$ cat src/verilog/atc_defs.svh
// Shared size constants for the air traffic controller core.
// Include this header in any file that sizes ports, queues or runways.

`ifndef ATC_DEFS_SVH
`define ATC_DEFS_SVH

// Plane id and message widths
`define ATC_PLANE_ID_W 4
`define ATC_MSG_W 9

// Request and reply FIFO depth
`define ATC_REQ_DEPTH 4

// Takeoff and landing queue depth
`define ATC_PLANE_DEPTH 4

// Runways under control
`define ATC_RUNWAYS 2

`endif

$ cat src/verilog/atc_pkg.sv
// Message, runway and command types shared by the controller modules.
// Modules refer to these with atc_pkg:: scoped names.

`include "atc_defs.svh"

package atc_pkg;

  // Incoming types are 0..2, anything from 3 up is invalid on input
  typedef enum logic [2:0] {
    T_REQUEST   = 3'd0,
    T_DECLARE   = 3'd1,
    T_EMERGENCY = 3'd2,
    T_CLEAR     = 3'd4,
    T_HOLD      = 3'd5,
    T_SAY_AGAIN = 3'd6,
    T_DIVERT    = 3'd7
  } msg_type_t;

  // Request and reply message, plane id in the top bits
  typedef struct packed {
    logic [`ATC_PLANE_ID_W-1:0] plane_id;
    msg_type_t                  msg_type;
    logic [1:0]                 msg_action;
  } msg_t;

  // Owner and lock flag of one runway
  typedef struct packed {
    logic [`ATC_PLANE_ID_W-1:0] plane_id;
    logic                       active;
  } runway_t;

  typedef enum logic [2:0] {
    R_NONE,
    R_HOLD,
    R_SAY_AGAIN,
    R_DIVERT,
    R_CLEAR_TAKEOFF,
    R_CLEAR_LANDING,
    R_DIVERT_LANDING
  } reply_cmd_t;

  // One-cycle runway command from the FSM
  typedef struct packed {
    logic lock;
    logic unlock;
    logic runway_id;
    logic spare;
  } runway_cmd_t;

endpackage

$ cat src/verilog/atc_top.sv
// Two-runway air traffic controller core.
// Requests enter on a strobe, replies leave on a strobe paced by reply_ready.
// busy is high while the request FIFO is full.

`timescale 1ns/1ps
`include "atc_defs.svh"

module atc_top (
  input  logic                    clock,
  input  logic                    reset,
  input  logic                    request_valid,
  input  atc_pkg::msg_t           request,
  output logic                    busy,
  output logic                    reply_valid,
  output atc_pkg::msg_t           reply,
  input  logic                    reply_ready,
  output logic [`ATC_RUNWAYS-1:0] runway_active
);

  atc_pkg::msg_t                current_request;
  atc_pkg::msg_t                next_reply;
  atc_pkg::reply_cmd_t          reply_cmd;
  atc_pkg::runway_cmd_t         runway_cmd;
  logic [`ATC_PLANE_ID_W-1:0]   takeoff_id;
  logic [`ATC_PLANE_ID_W-1:0]   landing_id;
  logic [`ATC_PLANE_ID_W-1:0]   table_plane_id;
  logic request_read, request_empty;
  logic takeoff_write, takeoff_read, takeoff_full, takeoff_empty;
  logic landing_write, landing_read, landing_full, landing_empty;
  logic queue_reply, reply_read, reply_full, reply_empty;
  logic emergency, emergency_set, emergency_clear;

  //////////////////////////////////////////////////
  // Queues
  //////////////////////////////////////////////////

  plane_fifo #(.WIDTH(`ATC_MSG_W), .DEPTH(`ATC_REQ_DEPTH)) request_fifo (
    .clock(clock), .reset(reset), .data_in(request), .write(request_valid),
    .read(request_read), .data_out(current_request), .full(busy), .empty(request_empty)
  );

  plane_fifo #(.WIDTH(`ATC_PLANE_ID_W), .DEPTH(`ATC_PLANE_DEPTH)) takeoff_fifo (
    .clock(clock), .reset(reset), .data_in(current_request.plane_id),
    .write(takeoff_write), .read(takeoff_read), .data_out(takeoff_id),
    .full(takeoff_full), .empty(takeoff_empty)
  );

  plane_fifo #(.WIDTH(`ATC_PLANE_ID_W), .DEPTH(`ATC_PLANE_DEPTH)) landing_fifo (
    .clock(clock), .reset(reset), .data_in(current_request.plane_id),
    .write(landing_write), .read(landing_read), .data_out(landing_id),
    .full(landing_full), .empty(landing_empty)
  );

  //////////////////////////////////////////////////
  // Control
  //////////////////////////////////////////////////

  request_fsm fsm (
    .clock(clock), .reset(reset), .request(current_request),
    .request_empty(request_empty), .request_read(request_read),
    .takeoff_full(takeoff_full), .takeoff_empty(takeoff_empty),
    .takeoff_write(takeoff_write), .takeoff_read(takeoff_read),
    .landing_full(landing_full), .landing_empty(landing_empty),
    .landing_write(landing_write), .landing_read(landing_read),
    .reply_full(reply_full), .queue_reply(queue_reply),
    .runway_active(runway_active), .emergency(emergency),
    .reply_cmd(reply_cmd), .runway_cmd(runway_cmd),
    .emergency_set(emergency_set), .emergency_clear(emergency_clear)
  );

  // Locks record the cleared plane, declarations compare the requesting plane
  assign table_plane_id = !runway_cmd.lock ? current_request.plane_id :
                          (reply_cmd == atc_pkg::R_CLEAR_LANDING) ? landing_id : takeoff_id;

  runway_table runways (
    .clock(clock), .reset(reset), .plane_id(table_plane_id),
    .runway_cmd(runway_cmd), .runway_active(runway_active)
  );

  // Emergency latch, a set wins over a clear
  always_ff @(posedge clock) begin
    if (reset) begin
      emergency <= 1'b0;
    end else if (emergency_set) begin
      emergency <= 1'b1;
    end else if (emergency_clear) begin
      emergency <= 1'b0;
    end
  end

  //////////////////////////////////////////////////
  // Reply path
  //////////////////////////////////////////////////

  reply_builder builder (
    .clock(clock), .reset(reset), .reply_cmd(reply_cmd), .request(current_request),
    .takeoff_id(takeoff_id), .landing_id(landing_id),
    .runway_id(runway_cmd.runway_id), .reply(next_reply)
  );

  plane_fifo #(.WIDTH(`ATC_MSG_W), .DEPTH(`ATC_REQ_DEPTH)) reply_fifo (
    .clock(clock), .reset(reset), .data_in(next_reply), .write(queue_reply),
    .read(reply_read), .data_out(reply), .full(reply_full), .empty(reply_empty)
  );

  reply_sender sender (
    .clock(clock), .reset(reset), .reply_empty(reply_empty),
    .reply_ready(reply_ready), .reply_read(reply_read), .reply_valid(reply_valid)
  );

endmodule

$ cat src/verilog/plane_fifo.sv
// Circular FIFO with an occupancy counter and a registered read port.
// Read data shows on data_out the cycle after read and holds until the next read.

`timescale 1ns/1ps

module plane_fifo #(
  parameter int WIDTH = 4,
  parameter int DEPTH = 4
) (
  input  logic             clock,
  input  logic             reset,
  input  logic [WIDTH-1:0] data_in,
  input  logic             write,
  input  logic             read,
  output logic [WIDTH-1:0] data_out,
  output logic             full,
  output logic             empty
);

  localparam int PTR_W = (DEPTH > 1) ? $clog2(DEPTH) : 1;

  logic [WIDTH-1:0] mem [DEPTH];
  logic [PTR_W-1:0] put_ptr;
  logic [PTR_W-1:0] get_ptr;
  logic [PTR_W:0]   count;
  logic             do_write;
  logic             do_read;

  assign empty    = (count == '0);
  assign full     = (count == (PTR_W+1)'(DEPTH));
  assign do_write = write && !full;
  assign do_read  = read && !empty;

  always_ff @(posedge clock) begin
    if (reset) begin
      put_ptr <= '0;
      get_ptr <= '0;
      count   <= '0;
    end else begin
      if (do_write) begin
        put_ptr <= (put_ptr == PTR_W'(DEPTH - 1)) ? '0 : put_ptr + 1'b1;
      end
      if (do_read) begin
        get_ptr <= (get_ptr == PTR_W'(DEPTH - 1)) ? '0 : get_ptr + 1'b1;
      end
      // Read and write together leave the count alone
      case ({do_write, do_read})
        2'b10:   count <= count + 1'b1;
        2'b01:   count <= count - 1'b1;
        default: count <= count;
      endcase
    end
  end

  // Storage and read register
  always_ff @(posedge clock) begin
    if (do_write) begin
      mem[put_ptr] <= data_in;
    end
    if (do_read) begin
      data_out <= mem[get_ptr];
    end
  end

endmodule

$ cat src/verilog/reply_builder.sv
// Reply register, loaded one clock after the FSM issues a reply command.
// Holds its value while the command is R_NONE.

`timescale 1ns/1ps
`include "atc_defs.svh"

module reply_builder (
  input  logic                        clock,
  input  logic                        reset,
  input  atc_pkg::reply_cmd_t         reply_cmd,
  input  atc_pkg::msg_t               request,
  input  logic [`ATC_PLANE_ID_W-1:0]  takeoff_id,
  input  logic [`ATC_PLANE_ID_W-1:0]  landing_id,
  input  logic                        runway_id,
  output atc_pkg::msg_t               reply
);

  always_ff @(posedge clock) begin
    if (reset) begin
      reply <= '0;
    end else begin
      case (reply_cmd)
        // Replies to the request being handled
        atc_pkg::R_HOLD: begin
          reply <= '{request.plane_id, atc_pkg::T_HOLD, 2'b00};
        end
        atc_pkg::R_SAY_AGAIN: begin
          reply <= '{request.plane_id, atc_pkg::T_SAY_AGAIN, 2'b00};
        end
        atc_pkg::R_DIVERT: begin
          reply <= '{request.plane_id, atc_pkg::T_DIVERT, 2'b00};
        end
        // Replies to planes just taken off a queue
        atc_pkg::R_CLEAR_TAKEOFF: begin
          reply <= '{takeoff_id, atc_pkg::T_CLEAR, {1'b0, runway_id}};
        end
        atc_pkg::R_CLEAR_LANDING: begin
          reply <= '{landing_id, atc_pkg::T_CLEAR, {1'b0, runway_id}};
        end
        atc_pkg::R_DIVERT_LANDING: begin
          reply <= '{landing_id, atc_pkg::T_DIVERT, 2'b00};
        end
        default: begin
          reply <= reply;
        end
      endcase
    end
  end

endmodule

$ cat src/verilog/reply_sender.sv
// Reply pacer between the reply FIFO and the reply port.
// Pops one reply when ready is high and strobes it out the next cycle.

`timescale 1ns/1ps

module reply_sender (
  input  logic clock,
  input  logic reset,
  input  logic reply_empty,
  input  logic reply_ready,
  output logic reply_read,
  output logic reply_valid
);

  typedef enum logic {
    WAIT,
    SEND
  } state_t;

  state_t state;
  state_t next_state;

  always_comb begin
    next_state  = state;
    reply_read  = 1'b0;
    reply_valid = 1'b0;
    case (state)
      WAIT: begin
        if (!reply_empty && reply_ready) begin
          reply_read = 1'b1;
          next_state = SEND;
        end
      end
      // FIFO data_out carries the popped reply here
      SEND: begin
        reply_valid = 1'b1;
        next_state  = WAIT;
      end
      default: next_state = WAIT;
    endcase
  end

  always_ff @(posedge clock) begin
    if (reset) begin
      state <= WAIT;
    end else begin
      state <= next_state;
    end
  end

endmodule

$ cat src/verilog/request_fsm.sv
// Request interpreter and queue scheduler of the controller.
// Reads one request at a time, queues or rejects planes, unlocks runways,
// handles emergencies and clears queued planes onto free runways.

`timescale 1ns/1ps
`include "atc_defs.svh"

module request_fsm (
  input  logic                        clock,
  input  logic                        reset,
  input  atc_pkg::msg_t               request,
  input  logic                        request_empty,
  output logic                        request_read,
  input  logic                        takeoff_full,
  input  logic                        takeoff_empty,
  output logic                        takeoff_write,
  output logic                        takeoff_read,
  input  logic                        landing_full,
  input  logic                        landing_empty,
  output logic                        landing_write,
  output logic                        landing_read,
  input  logic                        reply_full,
  output logic                        queue_reply,
  input  logic [`ATC_RUNWAYS-1:0]     runway_active,
  input  logic                        emergency,
  output atc_pkg::reply_cmd_t         reply_cmd,
  output atc_pkg::runway_cmd_t        runway_cmd,
  output logic                        emergency_set,
  output logic                        emergency_clear
);

  typedef enum logic [2:0] {
    QUIET,
    INTERPRET,
    REPLY,
    CHECK_QUEUES,
    CLR_TAKEOFF,
    CLR_LANDING,
    DIVERT_LANDING,
    QUEUE_CLR
  } state_t;

  state_t state;
  state_t next_state;

  // Set when takeoffs win the next tie between both queues
  logic takeoff_first;
  logic runway_free;
  logic free_runway;
  logic takeoff_ok;
  logic landing_ok;

  assign runway_free = ~&runway_active;
  // Runway 0 is taken first
  assign free_runway = runway_active[0];
  assign takeoff_ok  = !takeoff_empty;
  assign landing_ok  = !landing_empty && !emergency;

  //////////////////////////////////////////////////
  // Next state and strobes
  //////////////////////////////////////////////////

  always_comb begin
    next_state      = state;
    request_read    = 1'b0;
    takeoff_write   = 1'b0;
    takeoff_read    = 1'b0;
    landing_write   = 1'b0;
    landing_read    = 1'b0;
    queue_reply     = 1'b0;
    reply_cmd       = atc_pkg::R_NONE;
    runway_cmd      = '0;
    emergency_set   = 1'b0;
    emergency_clear = 1'b0;

    case (state)
      QUIET: begin
        if (!request_empty) begin
          request_read = 1'b1;
          next_state   = INTERPRET;
        end else begin
          next_state = CHECK_QUEUES;
        end
      end

      INTERPRET: begin
        case (request.msg_type)
          atc_pkg::T_REQUEST: begin
            next_state = REPLY;
            if (!request.msg_action[1]) begin
              if (takeoff_full) begin
                reply_cmd = atc_pkg::R_DIVERT;
              end else begin
                takeoff_write = 1'b1;
                reply_cmd     = atc_pkg::R_HOLD;
              end
            end else if (landing_full || emergency) begin
              reply_cmd = atc_pkg::R_DIVERT;
            end else begin
              landing_write = 1'b1;
              reply_cmd     = atc_pkg::R_HOLD;
            end
          end

          atc_pkg::T_DECLARE: begin
            // Owner check happens in the runway table
            runway_cmd.unlock    = 1'b1;
            runway_cmd.runway_id = request.msg_action[0];
            next_state           = CHECK_QUEUES;
          end

          atc_pkg::T_EMERGENCY: begin
            if (request.msg_action == 2'b01) begin
              emergency_set = 1'b1;
              next_state    = CHECK_QUEUES;
            end else if (request.msg_action == 2'b00) begin
              emergency_clear = 1'b1;
              next_state      = CHECK_QUEUES;
            end else begin
              reply_cmd  = atc_pkg::R_SAY_AGAIN;
              next_state = REPLY;
            end
          end

          default: begin
            reply_cmd  = atc_pkg::R_SAY_AGAIN;
            next_state = REPLY;
          end
        endcase
      end

      // Reply register is loaded, wait for room in the reply FIFO
      REPLY: begin
        if (!reply_full) begin
          queue_reply = 1'b1;
          next_state  = CHECK_QUEUES;
        end
      end

      CHECK_QUEUES: begin
        next_state = QUIET;
        if (emergency && !landing_empty) begin
          landing_read = 1'b1;
          next_state   = DIVERT_LANDING;
        end else if (runway_free) begin
          if (takeoff_ok && (takeoff_first || !landing_ok)) begin
            takeoff_read = 1'b1;
            next_state   = CLR_TAKEOFF;
          end else if (landing_ok) begin
            landing_read = 1'b1;
            next_state   = CLR_LANDING;
          end
        end
      end

      CLR_TAKEOFF: begin
        runway_cmd.lock      = 1'b1;
        runway_cmd.runway_id = free_runway;
        reply_cmd            = atc_pkg::R_CLEAR_TAKEOFF;
        next_state           = QUEUE_CLR;
      end

      CLR_LANDING: begin
        runway_cmd.lock      = 1'b1;
        runway_cmd.runway_id = free_runway;
        reply_cmd            = atc_pkg::R_CLEAR_LANDING;
        next_state           = QUEUE_CLR;
      end

      DIVERT_LANDING: begin
        reply_cmd  = atc_pkg::R_DIVERT_LANDING;
        next_state = QUEUE_CLR;
      end

      QUEUE_CLR: begin
        if (!reply_full) begin
          queue_reply = 1'b1;
          next_state  = QUIET;
        end
      end

      default: next_state = QUIET;
    endcase
  end

  //////////////////////////////////////////////////
  // State and priority registers
  //////////////////////////////////////////////////

  always_ff @(posedge clock) begin
    if (reset) begin
      state         <= QUIET;
      takeoff_first <= 1'b1;
    end else begin
      state <= next_state;
      // Priority flips once per clearance
      if (state == CLR_TAKEOFF || state == CLR_LANDING) begin
        takeoff_first <= ~takeoff_first;
      end
    end
  end

endmodule

$ cat src/verilog/runway_table.sv
// Lock and owner registers for each runway.
// A lock records the plane, an unlock only frees the runway for its owner.

`timescale 1ns/1ps
`include "atc_defs.svh"

module runway_table (
  input  logic                        clock,
  input  logic                        reset,
  input  logic [`ATC_PLANE_ID_W-1:0]  plane_id,
  input  atc_pkg::runway_cmd_t        runway_cmd,
  output logic [`ATC_RUNWAYS-1:0]     runway_active
);

  atc_pkg::runway_t runway [`ATC_RUNWAYS];

  always_comb begin
    for (int i = 0; i < `ATC_RUNWAYS; i++) begin
      runway_active[i] = runway[i].active;
    end
  end

  always_ff @(posedge clock) begin
    if (reset) begin
      for (int i = 0; i < `ATC_RUNWAYS; i++) begin
        runway[i].active <= 1'b0;
      end
    end else if (runway_cmd.lock) begin
      runway[runway_cmd.runway_id].plane_id <= plane_id;
      runway[runway_cmd.runway_id].active   <= 1'b1;
    end else if (runway_cmd.unlock) begin
      // Other planes cannot release a runway
      if (plane_id == runway[runway_cmd.runway_id].plane_id) begin
        runway[runway_cmd.runway_id].active <= 1'b0;
      end
    end
  end

endmodule
$ cat config.mk
export PLATFORM = sky130hd
export DESIGN_NAME = atc_top
export DESIGN_NICKNAME = d
export VERILOG_FILES = /design/src/verilog/atc_pkg.sv /design/src/verilog/atc_top.sv /design/src/verilog/plane_fifo.sv /design/src/verilog/reply_builder.sv /design/src/verilog/reply_sender.sv /design/src/verilog/request_fsm.sv /design/src/verilog/runway_table.sv
export VERILOG_INCLUDE_DIRS = /design/src /design/src/verilog
export SDC_FILE = /design/constraint.sdc
export NUM_CORES = 1
export LEC_CHECK = 0
export ABC_AREA = 1
export BUFFER_PORTS_ARGS = -buffer_cell sky130_fd_sc_hd__buf_2
export CORE_MARGIN = 1.5
export CORE_UTILIZATION = 55
export DETAILED_ROUTE_END_ITERATION = 6
export PLACE_DENSITY_LB_ADDON = 0.25
export SYNTH_ARGS = -nofsm -noshare
export SYNTH_HDL_FRONTEND = slang
export SYNTH_HIERARCHICAL = 1
export SYNTH_SLANG_ARGS = --single-unit
$ cat constraint.sdc
create_clock -name clock -period 2.5 [get_ports clock]
set_input_delay 0 -clock clock [delete_from_list [all_inputs] [get_ports clock]]
set_output_delay 0 -clock clock [all_outputs]
set_load 0.05 [all_outputs]
**Yosys cells after proc, flatten, opt, wreduce, memory -nomap -nowiden**

Memories as Yosys holds them, arrays and structs flattened. A register that Yosys moved wholly into a read port is not among the register bits.
Index checks and enable logic that the tools add are counted.

- Memory bits (writable): 114
- Output and inout bits: 13
- Bits in registers: 43
- Bits of input ports: 13
- Memories: 5

- Reductions and logical operators: 44
- Add/subtract/negate cells: 16
- Muxes and demuxes: 93
- Bitwise logic cells: 3
- Eq/ne operators: 39

Memory list:

| memory | depth | width | read ports | clocked after memory_dff | write ports | line | text |
|---|---|---|---|---|---|---|---|
| reply_fifo.mem | 4 | 9 | 1 | 1 | 1 | plane_fifo.sv:22 | `logic [WIDTH-1:0] mem [DEPTH];` |
| request_fifo.mem | 4 | 9 | 1 | 1 | 1 | plane_fifo.sv:22 |  |
| landing_fifo.mem | 4 | 4 | 1 | 1 | 1 | plane_fifo.sv:22 |  |
| takeoff_fifo.mem | 4 | 4 | 1 | 1 | 1 | plane_fifo.sv:22 |  |
| runways.runway | 2 | 5 | 3 | 0 | 2 | runway_table.sv:15 | `` atc_pkg::runway_t runway [`ATC_RUNWAYS]; `` |

Operators with widths:

| operator | number |
|---|---|
| $mux 1 | 57 |
| $pmux 9 s6 | 1 |
| $eq 3x3->1 const B | 11 |
| $pmux 3 s2 | 5 |
| $mux 2 | 14 |
| $eq 2x2->1 const B | 12 |
| $mux 3 | 8 |
| $logic_not 3->1 | 6 |
| $pmux 3 s6 | 1 |
| $add 2x1->2 const B | 8 |
| $eq 3x2->1 const B | 5 |
| $add 3x1->3 const B | 4 |
| $logic_and 1x1->1 | 12 |
| $pmux 3 s4 | 1 |
| $sub 3x1->3 const B | 4 |
| $eq 2x1->1 const B | 5 |
| $logic_not 1->1 | 10 |
| $reduce_bool 2->1 | 5 |
| $eq 3x1->1 const B | 3 |
| $pmux 3 s3 | 1 |
| $mux 4 | 2 |
| $reduce_bool 6->1 | 1 |
| $mux 5 | 1 |
| $reduce_or 5->1 | 1 |
| other kinds (10) | 17 |

**Logic depth before layout (Yosys ltp)**

Gate-level depths: netlist (run 1).

- Word-level depth: 18
- Mapped depth: 22

**By module**

Netlist (run 1), hierarchy kept.

Modules (own cells, without submodules):

| module | instances | cells each | area an instance (um2) |
|---|---|---|---|
| plane_fifo at request_fifo | 1 | 165 | 2145.8 |
| plane_fifo at reply_fifo | 1 | 165 | 2104.5 |
| plane_fifo at landing_fifo | 1 | 112 | 1192.4 |
| plane_fifo at takeoff_fifo | 1 | 112 | 1188.6 |
| runway_table | 1 | 62 | 533.0 |
| reply_builder | 1 | 81 | 524.3 |
| request_fsm | 1 | 85 | 455.4 |
| atc_top | 1 | 37 | 177.7 |
| reply_sender | 1 | 6 | 47.5 |

**Worst setup path before layout (run 1)**

OpenSTA, ideal clock, no wires.

- Kind: reg-to-reg
- From: reg fsm.state[0]
- To: mem runways/runway[0][0] (netlist bit), enable pin
- Library setup time: 0.291 ns
- Clock period less this slack: 2.572 ns
- Stages on the path, launching flop included: 15
- Arrival: 2.281 ns
- Required time: 2.209 ns
- Slack: -0.072 ns
- Cell sequence: dfxtp_1 inv_1 o31ai_1 nand3_2 nand2_1 nand3_1 nand2_1 inv_1 nand3_1 nand2_1 nor2_1 nand3_1 nand2_1 nand2_1 nand2_1

RTL lines:

| item | line | text |
|---|---|---|
| start, declared | request_fsm.sv:43 | `state_t state;` |
| start signal, assigned | request_fsm.sv:195 | `state <= next_state;` |
| end, declared | runway_table.sv:15 |  |

**Worst setup path after layout (run 1)**

- From: reg landing_fifo.count[2]
- To: reg landing_fifo.count[2]

- Cells in the longest elaborated chain, start to end: 13
- Elaborated cells on any way between the ends: 27
- Classes of those cells: add/sub (2); eq/ne (3); mux (10); reduce/logical (12)

Ends and longest elaborated chain:

| item | line | text |
|---|---|---|
| start, declared | plane_fifo.sv:25 | `logic [PTR_W:0] count;` |
| start signal, assigned | plane_fifo.sv:48 | `2'b10: count <= count + 1'b1;` |
| start signal, assigned | plane_fifo.sv:49 | `2'b01: count <= count - 1'b1;` |
| start signal, assigned | plane_fifo.sv:50 | `default: count <= count;` |
| $logic_not 3->1 * | plane_fifo.sv:29 | `assign empty = (count == '0);` |
| net landing_empty | atc_top.sv:29 | `logic landing_write, landing_read, landing_full, landing_empty;` |
| $logic_not 1->1 * | request_fsm.sv:57, request_fsm.sv:142 |  |
| $logic_and 1x1->1 | request_fsm.sv:57 | `assign landing_ok = !landing_empty && !emergency;` |
| $logic_not 1->1 | request_fsm.sv:146 | `if (takeoff_ok && (takeoff_first \|\| !landing_ok)) begin` |
| $logic_or 1x1->1 | request_fsm.sv:146 |  |
| $logic_and 1x1->1 | request_fsm.sv:146 |  |
| $mux 1 | request_fsm.sv:146 |  |
| $mux 1 | request_fsm.sv:145 | `end else if (runway_free) begin` |
| $mux 1 * | request_fsm.sv:142 | `if (emergency && !landing_empty) begin` |
| $mux 1 * | request_fsm.sv:76 | `case (state)` |
| net landing_read | atc_top.sv:29 |  |
| $logic_and 1x1->1 * | plane_fifo.sv:32 | `assign do_read = read && !empty;` |
| net landing_fifo.do_read | plane_fifo.sv:27 | `logic do_read;` |
| $eq 2x1->1 or $eq 2x2->1 (tied branches) | plane_fifo.sv:47 | `case ({do_write, do_read})` |
| $pmux 3 s2 or $reduce_bool 2->1 (tied branches) | n/a |  |

The timed path passes the listed nets; every way through them passes the cells marked *.
A chain may end at the register's enable or synchronous reset.

==> flow_summary.json, run 1 <==
{
  "status": "finished clean",
  "critPathLaunch": "landing_fifo/count[2]",
  "wl_mm": 16.0,
  "rsz0062_at_grt": "yes",
  "cts.sinks": 182,
  "dp_hpwl_mm": 11.0,
  "dieWidth_um": 126,
  "cts_buffer_depth": 2,
  "synth_cells": 823,
  "cp_max_fo": 5,
  "drive_gt1_frac": 0.184,
  "start_util": 0.569,
  "synth_warnings": 6,
  "antenna_found_initial": 0,
  "min_path_type": "input port to register",
  "fmax_mhz": 429,
  "vias": 5817,
  "postLayoutCellArea_um2": 9530,
  "fin_crit_sh": 0.933,
  "cap_viol_max_count": 0,
  "hold_viol": 0,
  "cts_tree": "yes",
  "cts_inserted_buffers": 17,
  "portBuffers": 25,
  "drc_errors": 0,
  "overflow": 0,
  "final_nets": 932,
  "stdcell_count": 1088,
  "dieHeight_um": 126,
  "rows": 44,
  "worstMarginPinSlew_ns": 0.515,
  "finClkSkew_ns": 0.00864,
  "critPathCaptureType": "register",
  "grt_pass1_wl_mm": 25.8,
  "setup.worst_path.class": "register to register",
  "io_pins": 26,
  "required_ns": 2.83,
  "ff2ff_setup_slack_ns": 0.17,
  "dr.pass1.iters": 5,
  "viasPerCell": 5.35,
  "area.growth.synth_to_final_pct": 14.0,
  "maxSlewHeadroom": 0.657,
  "layout_min_cycle_time_ns": 2.33,
  "place.gp.congestion": 0.841,
  "netlist_area_um2": 8360,
  "cts_root_buf": "clkbuf_16",
  "antennaDiodeCount": 0,
  "clkLatencyLatePin_ns": 0.43,
  "reg2reg_from": "landing_fifo/count[2]",
  "grt_use_total": 0.209,
  "wl_per_cell_um": 14.7,
  "grt_max_degree": 22,
  "setup_viol": 0,
  "cp.arrival_ns": 2.66,
  "ir_worst_vdd_mv": 0.500,
  "placed_area_um2": 8740,
  "die_area_um2": 15900,
  "hp-start": "request[6]",
  "h-tree-depth": 4,
  "cellLeakagePower_uw": 0.00397,
  "start_kind": "register",
  "drtIter0Drc": 324,
  "dp_cells": 1039,
  "syn_nets": 864,
  "core_area_um2": 14700,
  "first_global_vias": 5654,
  "postRouteAntennaNets": 0,
  "power_density_nw_per_um2": 814,
  "clk_pin_slew_ns": 0.06,
  "slew_violations": 0,
  "tns_ns": 0,
  "holdWs_ns": 0.315,
  "syn-mean-instance-area_um2": 10.2
}
## state kept, by name (all words and copies together) (netlist names), 4 cells and up
| register | count |
|---|---|
| runways/runway | 10 |
| request_fifo/data_out | 9 |
| takeoff_fifo/data_out | 4 |
| takeoff_fifo/mem | 16 |
| landing_fifo/data_out | 4 |
| reply_fifo/data_out | 9 |
| reply_fifo/mem | 36 |
| landing_fifo/mem | 16 |
| request_fifo/mem | 36 |
| builder/reply | 8 |
## power breakdown
part / internal (µW) / switching, µW
Sequential: 3620 / 243
Combinational: 488 / 946
Clock: 1290 / 1160
Total: 5400 / 2350
## final timing paths
path	cells after the start	to
hold / removal	2	request_fifo/mem[2][6]
hold reg to reg	0	reply_fifo/mem[1][4]
setup / recovery	19	landing_fifo/count[2]
setup reg to reg	19	landing_fifo/count[2]
## worst max-delay path: stages, from the launching register on
cell,delay [ns]
dfxtp_4,0.37
inv_1,0.06
nand2_2,0.12
inv_4,0.06
nor2_2,0.12
nand2_1,0.08
nand2_2,0.09
nand2_1,0.11
nand2_2,0.09
nand2_1,0.10
inv_2,0.10
ha_1,0.17
inv_1,0.07
fa_1,0.38
inv_1,0.07
nand2_1,0.06
nand3_1,0.06
nand2_1,0.05
inv_1,0.04
nor2_1,0.03
## through the flow
stage	power, µW	utilization	setup slack [ns]
final	7760	0.648	0.167
after global routing	8130	0.648	-0.0277
after CTS	7780	0.640	0.0188
after detailed placement	5310	0.594	0.0418
after global placement	5240	0.594	0.134
after floorplan	4950	-	0.203
## placed cells by master, fill, tap and decap left out, types with 8 or more instances in the layout
cell           count
nor2_4            10
ha_1              24
inv_2             12
nand4_1           13
buf_4             27
clkbuf_16         17
edfxtp_1         140
a21oi_1           21
nand2_1          109
o22ai_1           27
buf_2             25
nor2_1           124
o21ai_0           61
dlygate4sd3_1     13
nor2_2            11
nand2_2           25
inv_6              9
nand3b_1           8
inv_1            116
nand3_1           28
dfxtp_1           37
## cell type report
| cell class | instances | area, µm² |
|---|---|---|
| multi-input combinational | 495 | 2750 |
| clock buffer | 17 | 425 |
| fill | 1094 | 5170 |
| clock inverter | 15 | 115 |
| tap | 184 | 230 |
| sequential | 182 | 5050 |
| timing repair buffer | 65 | 458 |
| inverter | 130 | 495 |
## what timing repair did
item,CTS,global route
setup endpoints to repair,0,6
hold buffers,13,0
setup buffers,0,4
gates resized for setup,0,33
endpoints found under the hold margin,42,0
## layer usage
layer,global-route usage,up-vias,part of all wire
met1,0.228,2758,0.40
met3,0.0455,31,0.043
met2,0.389,162,0.54
met4,0.0926,0,0.025
li1,-,2866,-
met5,0,-,0
Note: power is estimated with default switching activity, not from simulation.
==> run 2: changes to the inputs <==
--- a/config.mk
+++ b/config.mk
@@ -7,9 +7,10 @@
 export NUM_CORES = 1
 export LEC_CHECK = 0
 export ABC_AREA = 1
-export BUFFER_PORTS_ARGS = -buffer_cell sky130_fd_sc_hd__buf_2
+export BUFFER_PORTS_ARGS = -buffer_cell sky130_fd_sc_hd__buf_4
 export CORE_MARGIN = 1.5
 export CORE_UTILIZATION = 55
+export CTS_BUF_LIST = sky130_fd_sc_hd__clkbuf_16
 export DETAILED_ROUTE_END_ITERATION = 6
 export PLACE_DENSITY_LB_ADDON = 0.25
 export SYNTH_ARGS = -nofsm -noshare
==> flow_summary.json, run 2 (synthesis results as in run 1) <==
{
  "status": "finished clean",
  "cts_tree": "yes",
  "grt_use_total": 0.213,
  "p_sw_uw": 2330,
  "antenna_found_initial": 0,
  "cp.arrival_ns": 2.76,
  "io_pins": 26,
  "overflow": 0,
  "holdPathStages": 2,
  "setup_viol": 0,
  "drive_gt1_frac": 0.182,
  "ir_worst_vdd_mv": 0.499,
  "power_frac_comb": 0.186,
  "postLayoutCoreUtil": 0.651,
  "setup.worst_path.class": "register to register",
  "postRouteAntennaNets": 0,
  "clk_pin_slew_ns": 0.07,
  "cts_inserted_buffers": 17,
  "fin_crit_sh": 0.959,
  "h-tree-depth": 4,
  "area.growth.synth_to_final_pct": 14.6,
  "drtIter0Drc": 310,
  "maxSlewHeadroom": 0.664,
  "portBuffers": 25,
  "rsz0062_at_grt": "yes",
  "cts_buffer_depth": 2,
  "stdcell_count": 1087,
  "fin_ws_ns": 0.102,
  "dp_hpwl_mm": 10.8,
  "drc_errors": 0,
  "dieHeight_um": 126,
  "clkLatencyLatePin_ns": 0.43,
  "layout_min_cycle_time_ns": 2.40,
  "final_nets": 931,
  "antennaDiodeCount": 0,
  "hold_viol": 0,
  "first_global_vias": 5838,
  "rows": 44,
  "dr.pass1.iters": 5,
  "grt_max_degree": 20,
  "cp_max_fo": 5,
  "p_int_uw": 5420,
  "final_common_cell": "edfxtp_1",
  "dieWidth_um": 126,
  "ff2ff_setup_slack_ns": 0.10,
  "postLayoutCellArea_um2": 9570,
  "clkPwrFrac": 0.315,
  "dp_cells": 1039,
  "reg2reg_from": "landing_fifo/count[2]",
  "min_path_type": "input port to register",
  "slew_violations": 0,
  "timing.rr.end": "landing_fifo/count[2]",
  "layout_common_cells": "edfxtp_1, nor2_1, inv_1",
  "seqPwrFrac": 0.499,
  "worstMarginPinSlew_ns": 0.504,
  "hp-start": "request[6]",
  "critPathCaptureType": "register",
  "grt_pass1_wl_mm": 26.4,
  "start_kind": "register",
  "p_sw_frac": 0.301,
  "finClkSkew_ns": 0.00590,
  "holdPathEnd": "request_fifo/mem[0][6]",
  "wl_mm": 16.0,
  "dp_slack_ns": 0.0630,
  "viasPerCell": 5.31,
  "wl_per_cell_um": 14.8,
  "holdWs_ns": 0.313,
  "cap_viol_max_count": 0,
  "core_area_um2": 14700,
  "top_regs": "reply_fifo/mem: 36 flops, request_fifo/mem: 36 flops",
  "placed_area_um2": 8800,
  "start_util": 0.569,
  "ff2ff_path_depth": 18,
  "cellLeakagePower_uw": 0.00398,
  "cts_root_buf": "clkbuf_16",
  "required_ns": 2.86,
  "die_area_um2": 15900,
  "fmax_mhz": 417,
  "place.gp.congestion": 0.884,
  "vias": 5775,
  "power_density_nw_per_um2": 810,
  "cts.sinks": 182
}
==> run 2: through the flow <==
step | total power, µW | TNS (ns)
global route | 8150 | -0.189
CTS | 7790 | 0
finish | 7760 | 0
floorplan | 4950 | 0
detailed placement | 5330 | 0
global placement | 5260 | 0
==> run 2: power by group through the flow <==
stage / clock [µW] / combinational, µW / sequential [µW]
after floorplan: 0 / 1030 / 3910
after global placement: 0 / 1340 / 3920
after detailed placement: 0 / 1400 / 3930
after CTS: 2500 / 1430 / 3870
after global routing: 2640 / 1610 / 3900
final: 2440 / 1440 / 3870
==> run 2: worst max path at each step <==
stage | from | slack (ns) | endpoint | cells past startpoint
after detailed placement | takeoff_fifo/count[1] | 0.06 | runways/runway[1][0] | 21
after CTS | landing_fifo/count[0] | 0.05 | takeoff_fifo/count[2] | 18
after floorplan | fsm/state[0] | 0.20 | runways/runway[0][0] | 14
after global routing | landing_fifo/count[0] | -0.09 | runways/runway[1][0] | 22
after global placement | takeoff_fifo/count[1] | 0.13 | runways/runway[1][0] | 21
final | landing_fifo/count[2] | 0.10 | landing_fifo/count[2] | 18
==> run 2: per-layer routing <==
layer | GRT usage | vias up | share of wire | routed length, µm
li1 | - | 2871 | - | -
met1 | 0.226 | 2720 | 0.39 | 6300
met2 | 0.399 | 147 | 0.54 | 8610
met3 | 0.0433 | 37 | 0.037 | 592
met4 | 0.114 | 0 | 0.034 | 542
met5 | 0 | - | 0 | 0
==> run 2: cell type report <==
class | instances | area (µm²)
well taps | 184 | 230
inverters | 130 | 493
fillers | 1115 | 5120
multi-input cells | 495 | 2740
clock buffers | 17 | 425
clock inverters | 15 | 116
repair buffers | 64 | 513
flip-flops and latches | 182 | 5050
==> run 2: timing repair <==
action,in CTS,in global routing
endpoints found under the setup margin,0,4
hold endpoints to repair,44,0
buffers inserted,0,3
gates resized for setup,0,27
hold buffers,13,0
==> run 2: critical path, stage by stage (launching register included) <==
cell and delay [ns]:
dfxtp_2 0.36, inv_1 0.07, nand2_2 0.11, inv_2 0.08
nor2_2 0.15, nand2_1 0.09, nand2_2 0.09, nand2_1 0.09
nand2_1 0.11, nand2_1 0.11, inv_2 0.09, ha_2 0.17
inv_1 0.06, fa_1 0.38, nand2_1 0.11, nand3_1 0.09
nand2_1 0.07, inv_1 0.03, nor2_1 0.08
==> run 3: changes to the inputs <==
--- a/config.mk
+++ b/config.mk
@@ -9,7 +9,7 @@
 export ABC_AREA = 1
 export BUFFER_PORTS_ARGS = -buffer_cell sky130_fd_sc_hd__buf_4
 export CORE_MARGIN = 1.5
-export CORE_UTILIZATION = 55
+export CORE_UTILIZATION = 32
 export CTS_BUF_LIST = sky130_fd_sc_hd__clkbuf_16
 export DETAILED_ROUTE_END_ITERATION = 6
 export PLACE_DENSITY_LB_ADDON = 0.25
==> constraint.sdc (replaced) <==
create_clock -name clock -period 1.95 [get_ports clock]
set_input_delay 0 -clock clock [delete_from_list [all_inputs] [get_ports clock]]
set_output_delay 0 -clock clock [all_outputs]
set_load 0.05 [all_outputs]
==> flow_summary.json, run 3 (synthesis results as in run 1) <==
{
  "status": "finished, violations left",
  "violations": "negative setup slack",
  "cts_buffer_depth": 2,
  "stdcell_count": 1318,
  "fmax_mhz": 454,
  "setup_viol": 6,
  "portBuffers": 25,
  "cellLeakagePower_uw": 0.00447,
  "drtIter0Drc": 287,
  "cts_tree": "yes",
  "dp_hpwl_mm": 11.6,
  "area.growth.synth_to_final_pct": 28.9,
  "overflow": 0,
  "cp_max_fo": 4,
  "critPathCaptureType": "register",
  "dp_slack_ns": -0.349,
  "fin_crit_sh": 1.13,
  "layout_min_cycle_time_ns": 2.20,
  "finClkSkew_ns": 0.00816,
  "viasPerCell": 4.44,
  "final_nets": 1016,
  "cp-endpoint": "runways/runway[0][0]",
  "layout_common_cells": "edfxtp_1, buf_4, nor2_1",
  "cts_inserted_buffers": 17,
  "dr.pass1.iters": 5,
  "top_regs": "reply_fifo/mem: 36 flops, request_fifo/mem: 36 flops",
  "slew_violations": 0,
  "dp_cells": 1258,
  "fin_ws_ns": -0.251,
  "ir_worst_vdd_mv": 0.530,
  "min_path_type": "input port to register",
  "ff2ff_path_depth": 21,
  "place.gp.congestion": 0.810,
  "wl_mm": 16.6,
  "io_pins": 26,
  "timing.rr.end": "runways/runway[0][0]",
  "clk_pin_slew_ns": 0.07,
  "cap_viol_max_count": 0,
  "postRouteAntennaNets": 0,
  "dieWidth_um": 165,
  "start_kind": "register",
  "critPathLaunch": "takeoff_fifo/count[1]",
  "die_area_um2": 27100,
  "first_global_vias": 5548,
  "grt_pass1_wl_mm": 27.1,
  "required_ns": 2.10,
  "grt_use_total": 0.130,
  "power_density_nw_per_um2": 1000,
  "cts_root_buf": "clkbuf_16",
  "core_area_um2": 25400,
  "drive_gt1_frac": 0.311,
  "cp.arrival_ns": 2.35,
  "clkLatencyLatePin_ns": 0.43,
  "h-tree-depth": 4,
  "rows": 58,
  "final_common_cell": "edfxtp_1",
  "ff2ff_setup_slack_ns": -0.25,
  "antennaDiodeCount": 0,
  "grt_max_degree": 20,
  "reg2reg_from": "takeoff_fifo/count[1]",
  "hold_viol": 0,
  "rsz0062_at_grt": "yes",
  "setup.worst_path.class": "register to register",
  "cts.sinks": 182,
  "antenna_found_initial": 0,
  "drc_errors": 0,
  "n_fill_cell": 2439,
  "dieHeight_um": 165,
  "vias": 5849,
  "start_util": 0.329,
  "wl_per_cell_um": 12.6
}
[run 3: cell types whose count changed in the layout (fill, tap and decap cells not counted), sizes merged]
| cell | previous run | this run |
|---|---|---|
| buf | 51 | 135 |
| inv | 139 | 135 |
| bufinv | 0 | 2 |
| clkinvlp | 1 | 3 |
| clkbuf | 17 | 18 |
[run 3: layer usage]
layer | vias to the layer above | GRT usage | share of wire
met3 | 16 | 0.0264 | 0.023
met2 | 61 | 0.229 | 0.51
li1 | 3043 | - | -
met5 | - | 0 | 0
met4 | 0 | 0.0459 | 0.016
met1 | 2729 | 0.156 | 0.45
[run 3: layout make-up]
type | instances | area (µm²) | share of cell area
Sequential cell | 182 | 5060 | 0.470
Clock buffer | 17 | 425 | 0.0395
Clock inverter | 15 | 189 | 0.0175
Tap cell | 330 | 413 | 0.0383
Multi-Input combinational cell | 495 | 2960 | 0.275
Timing Repair Buffer | 149 | 1200 | 0.112
Inverter | 130 | 520 | 0.0483
[run 3: worst min path at each step]
stage	start	to	depth (start not counted)
floorplan	reset	sender/state	1
global placement	request[5]	request_fifo/mem[3][5]	1
detailed placement	request[5]	request_fifo/mem[2][5]	1
CTS	request[2]	request_fifo/mem[3][2]	2
global route	request[8]	request_fifo/mem[3][8]	2
finish	request[6]	request_fifo/mem[1][6]	2
[run 3: report_power, final]
| part | switching [µW] | internal (µW) |
|---|---|---|
| combinational | 1430 | 978 |
| clock | 1600 | 1950 |
| sequential | 211 | 4650 |
| total | 3240 | 7580 |
[run 3: through the flow]
step	power, µW	hold slack (ns)	cell area (µm²)	util	setup TNS (ns)
3_5_place_dp	7180	0.202	9650	0.380	-4.63
4_1_cts	10800	0.290	10500	0.414	-1.32
2_1_floorplan	6400	0.0595	8470	-	-0.748
3_3_place_gp	7150	0.202	9650	0.380	-4.33
5_1_grt	11400	0.307	10800	0.424	-4.97
6_report	10800	0.313	10800	0.424	-1.24
[run 3: what timing repair did]
| action | CTS | global route |
|---|---|---|
| endpoints found under the setup margin | 81 | 55 |
| gates cloned | 0 | 1 |
| resized for setup | 25 | 56 |
| setup buffers | 8 | 9 |
| pin swaps | 17 | 38 |
| hold endpoints to repair | 42 | 0 |
| hold buffers | 13 | 0 |
[run 3: critical path: stages, from the launching register on]
cell and delay (ns):
dfxtp_2 0.35, nor2_4 0.04, nand2_2 0.06, inv_2 0.03, or2_4 0.22, nand3_2 0.08
o21ai_2 0.05, nand2_2 0.09, nand2_4 0.08, inv_2 0.08, nand3_4 0.08, nand2_2 0.09
nand3_2 0.06, nand2_2 0.10, inv_2 0.03, nand2_1 0.04, nand2_1 0.05, nor2_2 0.09
nand3_1 0.08, nand2_1 0.08, nand2_1 0.06, nand2_1 0.06
